File: config.mk
export PLATFORM = sky130hd
export DESIGN_NAME = fm_regs_top
export DESIGN_NICKNAME = d
export VERILOG_FILES = /design/src/common/fm_types_pkg.sv /design/src/common/fm_cfg_pkg.sv /design/src/common/reg_upd_if.sv /design/src/design/fm_regs_top.sv /design/src/design/fm_timers.sv /design/src/regs/fm_slot_regs.sv /design/src/regs/fm_mmr.sv /design/src/design/fm_clk_div.sv
export SDC_FILE = /design/constraint.sdc
export NUM_CORES = 1
export LEC_CHECK = 0
export BUFFER_PORTS_ARGS = -buffer_cell sky130_fd_sc_hd__buf_2
export CAP_MARGIN = 5
export CORE_MARGIN = 2
export CORE_UTILIZATION = 24
export CTS_CLUSTER_SIZE = 25
export DETAILED_ROUTE_END_ITERATION = 10
export GPL_ROUTABILITY_DRIVEN = 0
export GPL_TIMING_DRIVEN = 0
export MAX_ROUTING_LAYER = met4
export REMOVE_ABC_BUFFERS = 1
export SLEW_MARGIN = 20
export SYNTH_ARGS = -nofsm -noshare
export SYNTH_HDL_FRONTEND = slang
export SYNTH_HIERARCHICAL = 1
export SYNTH_SLANG_ARGS = --single-unit
File: constraint.sdc
create_clock -name clk -period 3.7 [get_ports clk]
set_input_delay 0.74 -clock clk [delete_from_list [all_inputs] [get_ports clk]]
set_output_delay 0.74 -clock clk [all_outputs]
set_load 0.005 [all_outputs]
File: src/common/fm_types_pkg.sv
`default_nettype none

package fm_types_pkg;

    // global register map, part independent
    typedef enum logic [7:0] {
        REG_TESTYM = 8'h21,  // test bits, ignored here
        REG_CLKA1  = 8'h24,  // timer A msbs
        REG_CLKA2  = 8'h25,  // timer A lsbs
        REG_CLKB   = 8'h26,
        REG_TIMER  = 8'h27,  // load / enable / clear
        REG_KON    = 8'h28,
        REG_CLK_N6 = 8'h2D,
        REG_CLK_N3 = 8'h2E,
        REG_CLK_N2 = 8'h2F
    } fm_reg_e;

    // which parameter group a data write touches
    typedef enum logic [2:0] {
        UPD_NONE,
        UPD_DT1_MUL,  // 30h row
        UPD_TL,       // 40h row
        UPD_KS_AR,    // 50h row
        UPD_FNUM_HI,  // A4h row, latched only
        UPD_FNUM_LO,  // A0h row, commits fnum and block
        UPD_ALG_FB,   // B0h row
        UPD_KEYON
    } upd_grp_e;

    typedef enum logic [1:0] {
        DIV_BY6,
        DIV_BY3,
        DIV_BY2
    } div_sel_e;

    // slot output fields
    typedef logic [10:0] fnum_t;
    typedef logic [2:0]  block_t;
    typedef logic [2:0]  alg_t;
    typedef logic [2:0]  fb_t;
    typedef logic [3:0]  mul_t;
    typedef logic [2:0]  dt1_t;
    typedef logic [6:0]  tl_t;
    typedef logic [4:0]  ar_t;
    typedef logic [1:0]  ks_t;

    typedef logic [2:0] ch_idx_t;
    typedef logic [4:0] slot_idx_t;

endpackage

`default_nettype wire

File: src/common/fm_cfg_pkg.sv
`default_nettype none

package fm_cfg_pkg;

    // core geometry
    localparam int NUM_CH   = 6;
    localparam int NUM_SLOT = 24;  // 4 operators x 6 channels

    // busy strobe, counted in synthesis ticks
    localparam int BUSY_TICKS = 32;
    localparam int BUSY_W     = $clog2(BUSY_TICKS);

    // timer B runs off a /16 prescaler
    localparam int TB_PRESCALE = 16;
    localparam int TBP_W       = $clog2(TB_PRESCALE);

    // host cen to synthesis tick ratios
    localparam int DIV6  = 6;
    localparam int DIV3  = 3;
    localparam int DIV2  = 2;
    localparam int DIV_W = $clog2(DIV6);

    // operator register rows, upper nibble of the address
    localparam logic [3:0] ROW_DT1_MUL = 4'h3;
    localparam logic [3:0] ROW_TL      = 4'h4;
    localparam logic [3:0] ROW_KS_AR   = 4'h5;

    // channel register rows, low two bits pick the channel
    localparam logic [7:0] REG_FNUM_LO = 8'hA0;
    localparam logic [7:0] REG_FNUM_HI = 8'hA4;
    localparam logic [7:0] REG_ALG_FB  = 8'hB0;

endpackage

`default_nettype wire
File: src/common/reg_upd_if.sv
`timescale 1ns/1ps
`default_nettype none

interface reg_upd_if;
    import fm_types_pkg::*;

    upd_grp_e    upd_grp;   // one-clk pulse, UPD_NONE when idle
    ch_idx_t     upd_ch;    // part*3 + addr[1:0]
    logic [1:0]  upd_op;    // 0=S1 1=S3 2=S2 3=S4
    logic [7:0]  upd_data;

    modport decoder (
        output upd_grp, upd_ch, upd_op, upd_data
    );

    modport store (
        input upd_grp, upd_ch, upd_op, upd_data
    );

endinterface

`default_nettype wire

File: src/design/fm_regs_top.sv
`timescale 1ns/1ps
`default_nettype none

module fm_regs_top (
    input  logic                    clk,
    input  logic                    rst,
    input  logic                    cen,
    input  logic                    write,
    input  logic [1:0]              addr,
    input  logic [7:0]              din,
    output logic                    clk_en,
    output logic                    busy,
    output logic                    irq_n,
    output logic                    flag_a,
    output logic                    flag_b,
    output fm_types_pkg::slot_idx_t cur_slot,
    output fm_types_pkg::ch_idx_t   cur_ch,
    output logic                    keyon,
    output fm_types_pkg::fnum_t     fnum,
    output fm_types_pkg::block_t    block,
    output fm_types_pkg::alg_t      alg,
    output fm_types_pkg::fb_t       fb,
    output fm_types_pkg::mul_t      mul,
    output fm_types_pkg::dt1_t      dt1,
    output fm_types_pkg::tl_t       tl,
    output fm_types_pkg::ar_t       ar,
    output fm_types_pkg::ks_t       ks
);
    import fm_types_pkg::*;

    div_sel_e   div_sel;
    logic [9:0] value_a;
    logic [7:0] value_b;
    logic       load_a, load_b;
    logic       irq_en_a, irq_en_b;
    logic       clr_a, clr_b;

    reg_upd_if upd_bus ();  // decoder to slot store

    fm_clk_div fm_clk_div_inst (
        .clk     (clk),
        .rst     (rst),
        .cen     (cen),
        .div_sel (div_sel),
        .clk_en  (clk_en)
    );

    fm_mmr fm_mmr_inst (
        .clk      (clk),
        .rst      (rst),
        .clk_en   (clk_en),
        .write    (write),
        .addr     (addr),
        .din      (din),
        .busy     (busy),
        .div_sel  (div_sel),
        .value_a  (value_a),
        .value_b  (value_b),
        .load_a   (load_a),
        .load_b   (load_b),
        .irq_en_a (irq_en_a),
        .irq_en_b (irq_en_b),
        .clr_a    (clr_a),
        .clr_b    (clr_b),
        .upd      (upd_bus.decoder)
    );

    fm_slot_regs fm_slot_regs_inst (
        .clk      (clk),
        .rst      (rst),
        .clk_en   (clk_en),
        .upd      (upd_bus.store),
        .cur_slot (cur_slot),
        .cur_ch   (cur_ch),
        .keyon    (keyon),
        .fnum     (fnum),
        .block    (block),
        .alg      (alg),
        .fb       (fb),
        .mul      (mul),
        .dt1      (dt1),
        .tl       (tl),
        .ar       (ar),
        .ks       (ks)
    );

    fm_timers fm_timers_inst (
        .clk      (clk),
        .rst      (rst),
        .clk_en   (clk_en),
        .value_a  (value_a),
        .value_b  (value_b),
        .load_a   (load_a),
        .load_b   (load_b),
        .irq_en_a (irq_en_a),
        .irq_en_b (irq_en_b),
        .clr_a    (clr_a),
        .clr_b    (clr_b),
        .flag_a   (flag_a),
        .flag_b   (flag_b),
        .irq_n    (irq_n)
    );

endmodule

`default_nettype wire

File: src/design/fm_timers.sv
`timescale 1ns/1ps
`default_nettype none

module fm_timers (
    input  logic       clk,
    input  logic       rst,
    input  logic       clk_en,
    input  logic [9:0] value_a,
    input  logic [7:0] value_b,
    input  logic       load_a,
    input  logic       load_b,
    input  logic       irq_en_a,
    input  logic       irq_en_b,
    input  logic       clr_a,
    input  logic       clr_b,
    output logic       flag_a,
    output logic       flag_b,
    output logic       irq_n
);
    import fm_cfg_pkg::*;

    logic [9:0]       cnt_a;
    logic [7:0]       cnt_b;
    logic [TBP_W-1:0] pre_b;   // timer B prescaler
    logic             load_a_q;
    logic             load_b_q;

    wire step_b = clk_en && (pre_b == TBP_W'(TB_PRESCALE - 1));

    always_ff @(posedge clk) begin
        if (rst) begin
            cnt_a    <= '0;
            cnt_b    <= '0;
            pre_b    <= '0;
            load_a_q <= 1'b0;
            load_b_q <= 1'b0;
            flag_a   <= 1'b0;
            flag_b   <= 1'b0;
        end else begin
            load_a_q <= load_a;
            load_b_q <= load_b;
            if (clr_a) flag_a <= 1'b0;
            if (clr_b) flag_b <= 1'b0;

            // timer A, one step per tick
            if (load_a && !load_a_q) begin
                cnt_a <= value_a;
            end else if (clk_en && load_a) begin
                if (&cnt_a) begin
                    cnt_a <= value_a;          // reload on overflow
                    if (irq_en_a) flag_a <= 1'b1;
                end else begin
                    cnt_a <= cnt_a + 10'd1;
                end
            end

            // timer B, one step per 16 ticks
            if (load_b && !load_b_q) begin
                cnt_b <= value_b;
                pre_b <= '0;
            end else if (clk_en && load_b) begin
                pre_b <= pre_b + TBP_W'(1);   // wraps at 16
                if (step_b) begin
                    if (&cnt_b) begin
                        cnt_b <= value_b;
                        if (irq_en_b) flag_b <= 1'b1;
                    end else begin
                        cnt_b <= cnt_b + 8'd1;
                    end
                end
            end
        end
    end

    assign irq_n = !(flag_a || flag_b);  // active low

endmodule

`default_nettype wire

File: src/regs/fm_slot_regs.sv
`timescale 1ns/1ps
`default_nettype none

module fm_slot_regs (
    input  logic                    clk,
    input  logic                    rst,
    input  logic                    clk_en,
    reg_upd_if.store                upd,
    output fm_types_pkg::slot_idx_t cur_slot,
    output fm_types_pkg::ch_idx_t   cur_ch,
    output logic                    keyon,
    output fm_types_pkg::fnum_t     fnum,
    output fm_types_pkg::block_t    block,
    output fm_types_pkg::alg_t      alg,
    output fm_types_pkg::fb_t       fb,
    output fm_types_pkg::mul_t      mul,
    output fm_types_pkg::dt1_t      dt1,
    output fm_types_pkg::tl_t       tl,
    output fm_types_pkg::ar_t       ar,
    output fm_types_pkg::ks_t       ks
);
    import fm_cfg_pkg::*;
    import fm_types_pkg::*;

    // per slot
    mul_t mul_r [NUM_SLOT];
    dt1_t dt1_r [NUM_SLOT];
    tl_t  tl_r  [NUM_SLOT];
    ar_t  ar_r  [NUM_SLOT];
    ks_t  ks_r  [NUM_SLOT];
    logic [NUM_SLOT-1:0] kon_r;

    // per channel
    fnum_t  fnum_r  [NUM_CH];
    block_t block_r [NUM_CH];
    alg_t   alg_r   [NUM_CH];
    fb_t    fb_r    [NUM_CH];
    logic [5:0] fnum_hi_lat;  // {block, fnum[10:8]}, one latch for all channels

    // op index in S1,S3,S2,S4 order
    function automatic slot_idx_t slot_of(input logic [1:0] op, input ch_idx_t ch);
        return slot_idx_t'(op) * slot_idx_t'(NUM_CH) + slot_idx_t'(ch);
    endfunction

    // key-on data fields
    wire [7:0] d        = upd.upd_data;
    wire [3:0] kon_ops  = {d[7], d[5], d[6], d[4]};  // S4,S2,S3,S1 by op index
    wire       kon_ok   = d[1:0] != 2'b11;
    wire ch_idx_t kon_ch = ch_idx_t'(d[2] ? 3'd3 : 3'd0) + ch_idx_t'(d[1:0]);

    wire slot_idx_t wr_slot = slot_of(upd.upd_op, upd.upd_ch);

    always_ff @(posedge clk) begin
        if (rst) begin
            for (int i = 0; i < NUM_SLOT; i++) begin
                mul_r[i] <= '0;
                dt1_r[i] <= '0;
                tl_r[i]  <= '0;
                ar_r[i]  <= '0;
                ks_r[i]  <= '0;
            end
            for (int c = 0; c < NUM_CH; c++) begin
                fnum_r[c]  <= '0;
                block_r[c] <= '0;
                alg_r[c]   <= '0;
                fb_r[c]    <= '0;
            end
            kon_r       <= '0;
            fnum_hi_lat <= '0;
        end else begin
            case (upd.upd_grp)
                UPD_DT1_MUL: {dt1_r[wr_slot], mul_r[wr_slot]} <= d[6:0];
                UPD_TL:      tl_r[wr_slot] <= d[6:0];
                UPD_KS_AR: begin
                    ks_r[wr_slot] <= d[7:6];
                    ar_r[wr_slot] <= d[4:0];
                end
                UPD_FNUM_HI: fnum_hi_lat <= d[5:0];
                UPD_FNUM_LO:  // commit latched msbs with the lsbs
                    {block_r[upd.upd_ch], fnum_r[upd.upd_ch]} <= {fnum_hi_lat, d};
                UPD_ALG_FB: {fb_r[upd.upd_ch], alg_r[upd.upd_ch]} <= d[5:0];
                UPD_KEYON: begin
                    if (kon_ok)
                        for (int op = 0; op < 4; op++)
                            kon_r[slot_of(2'(op), kon_ch)] <= kon_ops[op];
                end
                default: ;
            endcase
        end
    end

    // slot sequencer, one slot per tick
    always_ff @(posedge clk) begin
        if (rst) begin
            cur_slot <= '0;
            cur_ch   <= '0;
        end else if (clk_en) begin
            cur_slot <= (cur_slot == slot_idx_t'(NUM_SLOT - 1)) ? '0 : cur_slot + 5'd1;
            cur_ch   <= (cur_ch == ch_idx_t'(NUM_CH - 1)) ? '0 : cur_ch + 3'd1;
        end
    end

    // current slot readout
    assign keyon = kon_r[cur_slot];
    assign mul   = mul_r[cur_slot];
    assign dt1   = dt1_r[cur_slot];
    assign tl    = tl_r[cur_slot];
    assign ar    = ar_r[cur_slot];
    assign ks    = ks_r[cur_slot];
    assign fnum  = fnum_r[cur_ch];
    assign block = block_r[cur_ch];
    assign alg   = alg_r[cur_ch];
    assign fb    = fb_r[cur_ch];

endmodule

`default_nettype wire

File: src/regs/fm_mmr.sv
`timescale 1ns/1ps
`default_nettype none

module fm_mmr (
    input  logic                   clk,
    input  logic                   rst,
    input  logic                   clk_en,
    input  logic                   write,
    input  logic [1:0]             addr,
    input  logic [7:0]             din,
    output logic                   busy,
    output fm_types_pkg::div_sel_e div_sel,
    output logic [9:0]             value_a,
    output logic [7:0]             value_b,
    output logic                   load_a,
    output logic                   load_b,
    output logic                   irq_en_a,
    output logic                   irq_en_b,
    output logic                   clr_a,
    output logic                   clr_b,
    reg_upd_if.decoder             upd
);
    import fm_cfg_pkg::*;
    import fm_types_pkg::*;

    logic [7:0]        sel_reg;    // latched register number
    logic              part;       // addr[1] of the address write
    logic              old_write;
    logic [BUSY_W-1:0] busy_cnt;
    upd_grp_e          grp;        // group for the selected register

    wire data_wr = write && addr[0];

    // group decode from the latched address
    always_comb begin
        grp = UPD_NONE;
        if (sel_reg == REG_KON) begin
            grp = UPD_KEYON;
        end else if (sel_reg[1:0] != 2'b11) begin  // xx3/xx7/.. hit no channel
            case (sel_reg[7:4])
                ROW_DT1_MUL: grp = UPD_DT1_MUL;
                ROW_TL:      grp = UPD_TL;
                ROW_KS_AR:   grp = UPD_KS_AR;
                default: begin
                    if ({sel_reg[7:2], 2'b00} == REG_FNUM_LO)
                        grp = UPD_FNUM_LO;
                    else if ({sel_reg[7:2], 2'b00} == REG_FNUM_HI)
                        grp = UPD_FNUM_HI;
                    else if ({sel_reg[7:2], 2'b00} == REG_ALG_FB)
                        grp = UPD_ALG_FB;
                end
            endcase
        end
    end

    // address latch and global registers
    always_ff @(posedge clk) begin
        if (rst) begin
            sel_reg  <= '0;
            part     <= 1'b0;
            div_sel  <= DIV_BY6;
            value_a  <= '0;
            value_b  <= '0;
            {clr_b, clr_a, irq_en_b, irq_en_a, load_b, load_a} <= '0;
        end else if (write) begin
            if (!addr[0]) begin
                sel_reg <= din;
                part    <= addr[1];
            end else begin
                case (sel_reg)
                    REG_TESTYM: ;  // test bits accepted, no effect
                    REG_CLKA1:  value_a[9:2] <= din;
                    REG_CLKA2:  value_a[1:0] <= din[1:0];
                    REG_CLKB:   value_b      <= din;
                    REG_TIMER:
                        {clr_b, clr_a, irq_en_b, irq_en_a, load_b, load_a} <= din[5:0];
                    REG_CLK_N6: div_sel <= DIV_BY6;
                    REG_CLK_N3: if (div_sel == DIV_BY6) div_sel <= DIV_BY3;
                    REG_CLK_N2: div_sel <= DIV_BY2;
                    default: ;
                endcase
            end
        end else if (clk_en) begin
            {clr_b, clr_a} <= 2'b00;  // clear pulses end on next tick
        end
    end

    // update pulse, one cycle after the data write
    always_ff @(posedge clk) begin
        if (rst)
            upd.upd_grp <= UPD_NONE;
        else
            upd.upd_grp <= data_wr ? grp : UPD_NONE;
    end

    // payload follows the pulse
    always_ff @(posedge clk) begin
        if (data_wr) begin
            upd.upd_ch   <= ch_idx_t'(part ? 3'd3 : 3'd0) + ch_idx_t'(sel_reg[1:0]);
            upd.upd_op   <= sel_reg[3:2];
            upd.upd_data <= din;
        end
    end

    // busy, restarted by each data write edge
    always_ff @(posedge clk) begin
        if (rst) begin
            old_write <= 1'b0;
            busy      <= 1'b0;
            busy_cnt  <= '0;
        end else begin
            old_write <= write;
            if (data_wr && !old_write) begin
                busy     <= 1'b1;
                busy_cnt <= '0;
            end else if (clk_en && busy) begin
                if (busy_cnt == BUSY_W'(BUSY_TICKS - 1))
                    busy <= 1'b0;  // last tick
                busy_cnt <= busy_cnt + BUSY_W'(1);
            end
        end
    end

endmodule

`default_nettype wire

File: src/design/fm_clk_div.sv
`timescale 1ns/1ps
`default_nettype none

module fm_clk_div (
    input  logic                   clk,
    input  logic                   rst,
    input  logic                   cen,
    input  fm_types_pkg::div_sel_e div_sel,
    output logic                   clk_en
);
    import fm_cfg_pkg::*;
    import fm_types_pkg::*;

    logic [DIV_W-1:0] cnt;
    logic [DIV_W-1:0] term;   // ratio minus one
    div_sel_e         sel_q;  // last setting seen

    always_comb begin
        case (div_sel)
            DIV_BY3: term = DIV_W'(DIV3 - 1);
            DIV_BY2: term = DIV_W'(DIV2 - 1);
            default: term = DIV_W'(DIV6 - 1);
        endcase
    end

    // no tick in the cycle the ratio changes, count may be past the new term
    assign clk_en = cen && (cnt == term) && (div_sel == sel_q);

    always_ff @(posedge clk) begin
        if (rst) begin
            cnt   <= '0;
            sel_q <= DIV_BY6;
        end else begin
            sel_q <= div_sel;
            if (div_sel != sel_q)
                cnt <= '0;  // restart on new ratio
            else if (cen)
                cnt <= (cnt == term) ? '0 : cnt + DIV_W'(1);
        end
    end

endmodule

`default_nettype wire

; ---- Word-level counts from Yosys, hierarchy flattened
; Memory sizes are Yosys's and may differ from the RTL's. A register that Yosys moved wholly into a read port is not among the register bits.
; Cells that the tools add are included.
[word_totals]
regBits = 415
ram_bits = 336
in_bits = 14
output_inout_bits = 55
elab_cells = 336
mem_count = 3
[mem_list]
columns = name, words, width, read_ports, rd_ports_with_merged_regs, write_ports, line
row1 = fm_slot_regs_inst.tl_r, 24, 7, 1, 1, 24, fm_slot_regs.sv:28  ; tl_t tl_r [NUM_SLOT];
row2 = fm_slot_regs_inst.ar_r, 24, 5, 1, 1, 24, fm_slot_regs.sv:29  ; ar_t ar_r [NUM_SLOT];
row3 = fm_slot_regs_inst.ks_r, 24, 2, 1, 1, 24, fm_slot_regs.sv:30  ; ks_t ks_r [NUM_SLOT];
[op_classes]
add_sub_neg = 13
n_mul = 1
order_cmp = 15
n_eq_ne = 35
n_mux = 111
bitwise = 6
reduce_logical = 48
[ops]
columns = op, count
row1 = bitwise mux 24 bit, 4
row2 = bitwise mux 96 bit, 1
row3 = bitwise mux 72 bit, 1
row4 = bitwise mux 66 bit, 1
row5 = equality test 8 x 6 -> 1 bit (second input constant), 8
row6 = 2-to-1 mux 5 bit, 11
row7 = bitwise mux 18 bit, 3
row8 = 2-to-1 mux 3 bit, 17
row9 = 2-to-1 mux 1 bit, 37
row10 = binary-select mux 11 bit (select 3 bit), 1
row11 = demux 11 bit (select 3 bit), 1
row12 = 2-to-1 mux 11 bit, 3
row13 = 2-to-1 mux 8 bit, 4
row14 = 2-to-1 mux 10 bit, 3
row15 = binary-select mux 3 bit (select 3 bit), 3
row16 = less-than comparator 5 x 6 -> 1 bit (second input constant), 4
row17 = binary-select mux 4 bit (select 5 bit), 1
row18 = demux 4 bit (select 5 bit), 1
row19 = equality test 6 bit (second input constant), 3
row20 = logical AND 1 bit, 16
row21 = binary-select mux 3 bit (select 5 bit), 1
row22 = demux 1 bit (select 5 bit), 3
row23 = demux 3 bit (select 5 bit), 1
row24 = equality test 3 bit (second input constant), 5
row25 = other kinds (56), 96

; ---- Longest topological paths before layout
[logic_depth]
depth_word = 10
mapped_depth = 12
ltp_nobuf = 9

; ---- Cells and area by module
; Netlist, hierarchy kept.
[by_module_without_submodules]
columns = mod, instances, cells_per_inst, area_per_inst_um2, seq_area_each_um2
row1 = fm_slot_regs, 1, 3087, 35502.8, 20079.3
row2 = fm_mmr, 1, 218, 2356.0, 1291.2
row3 = fm_timers, 1, 196, 1557.7, 520.5
row4 = fm_clk_div, 1, 25, 257.7, 100.1

; ---- Worst setup path after synthesis
; Ideal clock, no wire load.
[synth_path]
path_type = reg-to-reg
from = reg fm_mmr_inst.upd.upd_data[2]
to = reg fm_slot_regs_inst.kon_r[3]
setup_ns = 0.070
arrival_ns = 3.131
required_ns = 3.630
setup_slack_ns = 0.499
stages_incl_launch_ff = 10
path_buffers = 1
period_less_slack_ns = 3.201
path_cell_list = edfxtp_1 -> ha_1 -> fa_1 -> clkbuf_1 -> inv_1 -> ha_1 -> nor3b_1 -> o21ai_0 -> or3b_2 -> a21oi_1
[synth_via]
elab_chain_cells = 10
word_cells_on_any_way = 29
classes_between = add/sub (4) / order compare (8) / mux (13) / reduce/logical (4)
[synth_rtl]
columns = element, line
row1 = "start, declared", reg_upd_if.sv:13  ; output upd_grp, upd_ch, upd_op, upd_data
row2 = "start signal, assigned", fm_mmr.sv:101  ; upd.upd_data <= din;
row3 = 2-to-1 mux 2 bit *, fm_slot_regs.sv:49  ; wire ch_idx_t kon_ch = ch_idx_t'(d[2] ? 3'd3 : 3'd0) + ch_idx_t'(d[1:0]);
row4 = adder 3 x 2 -> 3 bit *, fm_slot_regs.sv:49
row5 = adder 3 x 3 -> 4 bit (tied with other cells), fm_slot_regs.sv:42  ; return slot_idx_t'(op) * slot_idx_t'(NUM_CH) + slot_idx_t'(ch);
row6 = less-than comparator 5 x 6 -> 1 bit (implied by the code) (tied with other cells), fm_slot_regs.sv:85  ; kon_r[slot_of(2'(op), kon_ch)] <= kon_ops[op];
row7 = logical AND 1 bit (implied by the code) or 2-to-1 mux 1 bit (tied branches), fm_slot_regs.sv:85
row8 = 2-to-1 mux 1 bit (implied by the code) or demux 1 bit (select 3 bit) (tied branches), --
row9 = demux 1 bit (select 5 bit) or bitwise mux 24 bit (tied branches), --
row10 = bitwise mux 24 bit (2 in a row), fm_slot_regs.sv:85
row11 = bitwise mux 24 bit *, fm_slot_regs.sv:85
row12 = "end signal, assigned by index", fm_slot_regs.sv:85
row13 = "end, declared", fm_slot_regs.sv:31  ; logic [NUM_SLOT-1:0] kon_r;
; Every way passes the cells marked *; elsewhere a longest branch is shown, timed or not.
; A chain may end at the register's enable or synchronous reset.

==> impl_metrics.py <==
metrics = {
    "yosys": {
        "synth_seq_cells": 868,
        "seq_area_frac_synth_pct": 55.4,
        "synthFlopType": "edfxtp_1",
        "ys_types": 84,
        "synth_fa_ha_area_share_pct": 0.751,
        "syn_inst": 3526,
        "synth_compound_area_share_pct": 8.15,
        "synth_area_per_cell_um2": 11.3,
        "syn_area_um2": 39700,
        "synthXorXnorAreaFrac_pct": 0.287,
        "synth_simple_gate_area_share_pct": 16.0,
        "synth_area_leaders": "edfxtp_1 35%, dfxtp_1 21%, mux2i_1 14%",
        "synth_edf_count": 461,
        "yosysWarnings": 6,
        "synth_top_area_share_pct": 34.9,
        "synth_top_family_by_area": "simple AND/OR/NAND/NOR gates",
        "async_reset_ff_share_pct": 0,
        "synth_top_area_cell": "edfxtp_1",
        "yosys-mux-area-fraction_pct": 15.6,
    },
    "clock_tree": {
        "htree_num_levels": 3,
        "clockRootBuffer": "clkbuf_16",
        "clock_latency_ns": 0.65,
        "cts_tree": "done",
        "clockBufferDepth": 3,
        "cts.sinks": 868,
        "cts_made_buffers": 91,
        "clkTransAtPathRegs_ns": 0.06,
    },
    "pwr": {
        "peakVddDrop_mv": 0.375,
        "power.static_leakage_nw": 17.1,
        "powerDensity_nw_per_um2": 433,
        "p_total_mw": 20.2,
    },
    "detailed_routing": {
        "routedWlPerCell_um": 18.5,
        "dr_total_vias": 27200,
        "drt_iter0_drc": 2321,
        "first_pass_iters": 5,
        "antenna_left": 0,
        "viasPerCell": 4.74,
        "wirelength_mm": 106,
        "drc": 0,
    },
    "grt": {
        "grt_pass1_vias": 26300,
        "grt_pass1_wl_mm": 160,
        "grt-ovfl-total": 0,
        "grtUsageTotal_pct": 12.4,
        "antenna_found_initial": 3,
        "grt_start_max_net_pins": 145,
    },
    "sta": {
        "fin_crit_sh_pct": 97.6,
        "slew_viol_final": 0,
        "fin_skew_ns": 0.0324,
        "fin_ws_ns": 0.0888,
        "whs_ns": 0.351,
        "setup_tns_ns": 0,
        "relSlewSlack_pct": 26.1,
        "setup_viol": 0,
        "fmax_mhz": 277,
        "min_period_ns": 3.61,
        "worstMarginPinSlew_ns": 1.11,
        "hold_violations": 0,
    },
    "run_status": {
        "status": "finished clean",
    },
    "die": {
        "coreArea_um2": 165000,
        "die_w_um": 411,
        "io_pins": 69,
        "start_util_pct": 24.1,
        "dieArea_um2": 169000,
        "die_h_um": 411,
        "rows": 149,
    },
    "final_layout": {
        "multi_input_area_um2": 16700,
        "largest_reg_flops": 224,
        "layout-drive-gt1-share_pct": 13.4,
        "regMostFlops": "fm_slot_regs_inst/tl_r",
        "nFillCells": 16800,
        "top_regs": "fm_slot_regs_inst/tl_r (224), fm_slot_regs_inst/ar_r (160), fm_slot_regs_inst/mul_r (96)",
        "areaGrowthSynthToFinish_pct": 17.7,
        "layout_commonest_cell": "mux2i_1",
        "nets": 3505,
        "seq_area_um2": 22000,
        "final_cell_mix": "534 x mux2i_1, 461 x edfxtp_1, 398 x dfxtp_1",
    },
    "critical_path": {
        "crit_type": "register to primary output",
        "cp.arrival_ns": 2.87,
        "reg2reg_setup_slack_ns": 0.11,
        "critical_path_required_ns": 2.96,
        "critPathMaxFanout": 21,
        "critPathLaunchType": "register",
        "endpoint_kind": "primary output",
    },
    "run": {
        "cap_violations": 0,
    },
    "place": {
        "pre_cts_ws_ns": -0.782,
        "io_buffers": 68,
        "dpl.hpwl_mm": 66.7,
    },
    "min_path": {
        "hold_path.class": "input port to register",
    },
}
-- worst paths after layout --
check                               from                      endpoint  cells past startpoint
max                             register                         tl[6]                      9
min                               din[1]   fm_mmr_inst/upd.upd_data[1]                      1
max reg2reg    fm_mmr_inst/upd.upd_ch[1]  fm_slot_regs_inst/tl_r[8][3]                      7
min reg2reg  fm_slot_regs_inst/dt1_r[49]   fm_slot_regs_inst/dt1_r[49]                      2
-- synth_stat cells, types with 42 or more instances --
| cell type | n |
|---|---|
| a21o_1 | 51 |
| a21oi_1 | 140 |
| a22oi_1 | 75 |
| and3_1 | 343 |
| buf_2 | 42 |
| clkbuf_1 | 266 |
| dfxtp_1 | 407 |
| edfxtp_1 | 461 |
| mux2i_1 | 536 |
| nand2_1 | 162 |
| nand2b_1 | 59 |
| nand3_1 | 117 |
| nand3b_1 | 70 |
| nor2_1 | 274 |
| o21ai_0 | 97 |
-- routing by layer --
layer  GRT usage [%]  up-vias  routed length [um]
met5               -        -                   0
met4            3.14        0                2340
met3            1.88      153                6230
met2            20.2      718               51100
met1            16.1    13400               46600
li1                -    12900                   -
-- per-stage QoR --
step	instance area (um^2)	std cells	utilization, %
floorplan	38300	3188	-
global placement	41400	5445	25.2
detailed placement	43200	5531	26.2
CTS	46500	5718	28.2
global route	46700	5731	28.4
finish	46700	5735	28.4
-- cell families after synthesis --
family	Yosys count
and+or+nand+nor	1180
DFF	868
muxes	574
AOI/OAI and AO/OA	495
buffers and inverters	374
adders and majority gates	22
xor gates and xnor gates	13
-- worst max-delay path, stage by stage, from the launching register on --
cell	delay, ns
dfxtp_4	0.37
buf_16	0.22
buf_16	0.24
buf_16	0.20
mux2i_1	0.09
a22o_1	0.20
nor3_1	0.45
a31oi_2	0.11
nand3_1	0.12
buf_2	0.18
-- power breakdown --
group / internal [mW] / switching [mW] / leakage (nW)
Combinational: 0.298 / 0.717 / 7.82
Clock: 5.10 / 3.75 / 1.40
Sequential: 10.3 / 0.0785 / 7.88
Total: 15.7 / 4.55 / 17.1
-- area by class of cell --
| class | instances | area share (%) |
|---|---|---|
| Multi-Input combinational cell | 2289 | 35.8 |
| Sequential cell | 868 | 47.1 |
| Antenna cell | 5 | 0.0268 |
| Inverter | 36 | 0.297 |
| Timing Repair Buffer | 183 | 4.77 |
| Clock buffer | 125 | 5.48 |
| Clock inverter | 40 | 0.651 |
| Tap cell | 2189 | 5.86 |
-- what timing repair did --
item,4_1_cts,5_1_grt
setup buffers,16,9
setup endpoints to repair,451,482
gates cloned,6,3
hold buffers,0,0
resized for setup,46,26
pin swaps,8,6
Note: power is estimated with default switching activity, not from simulation.
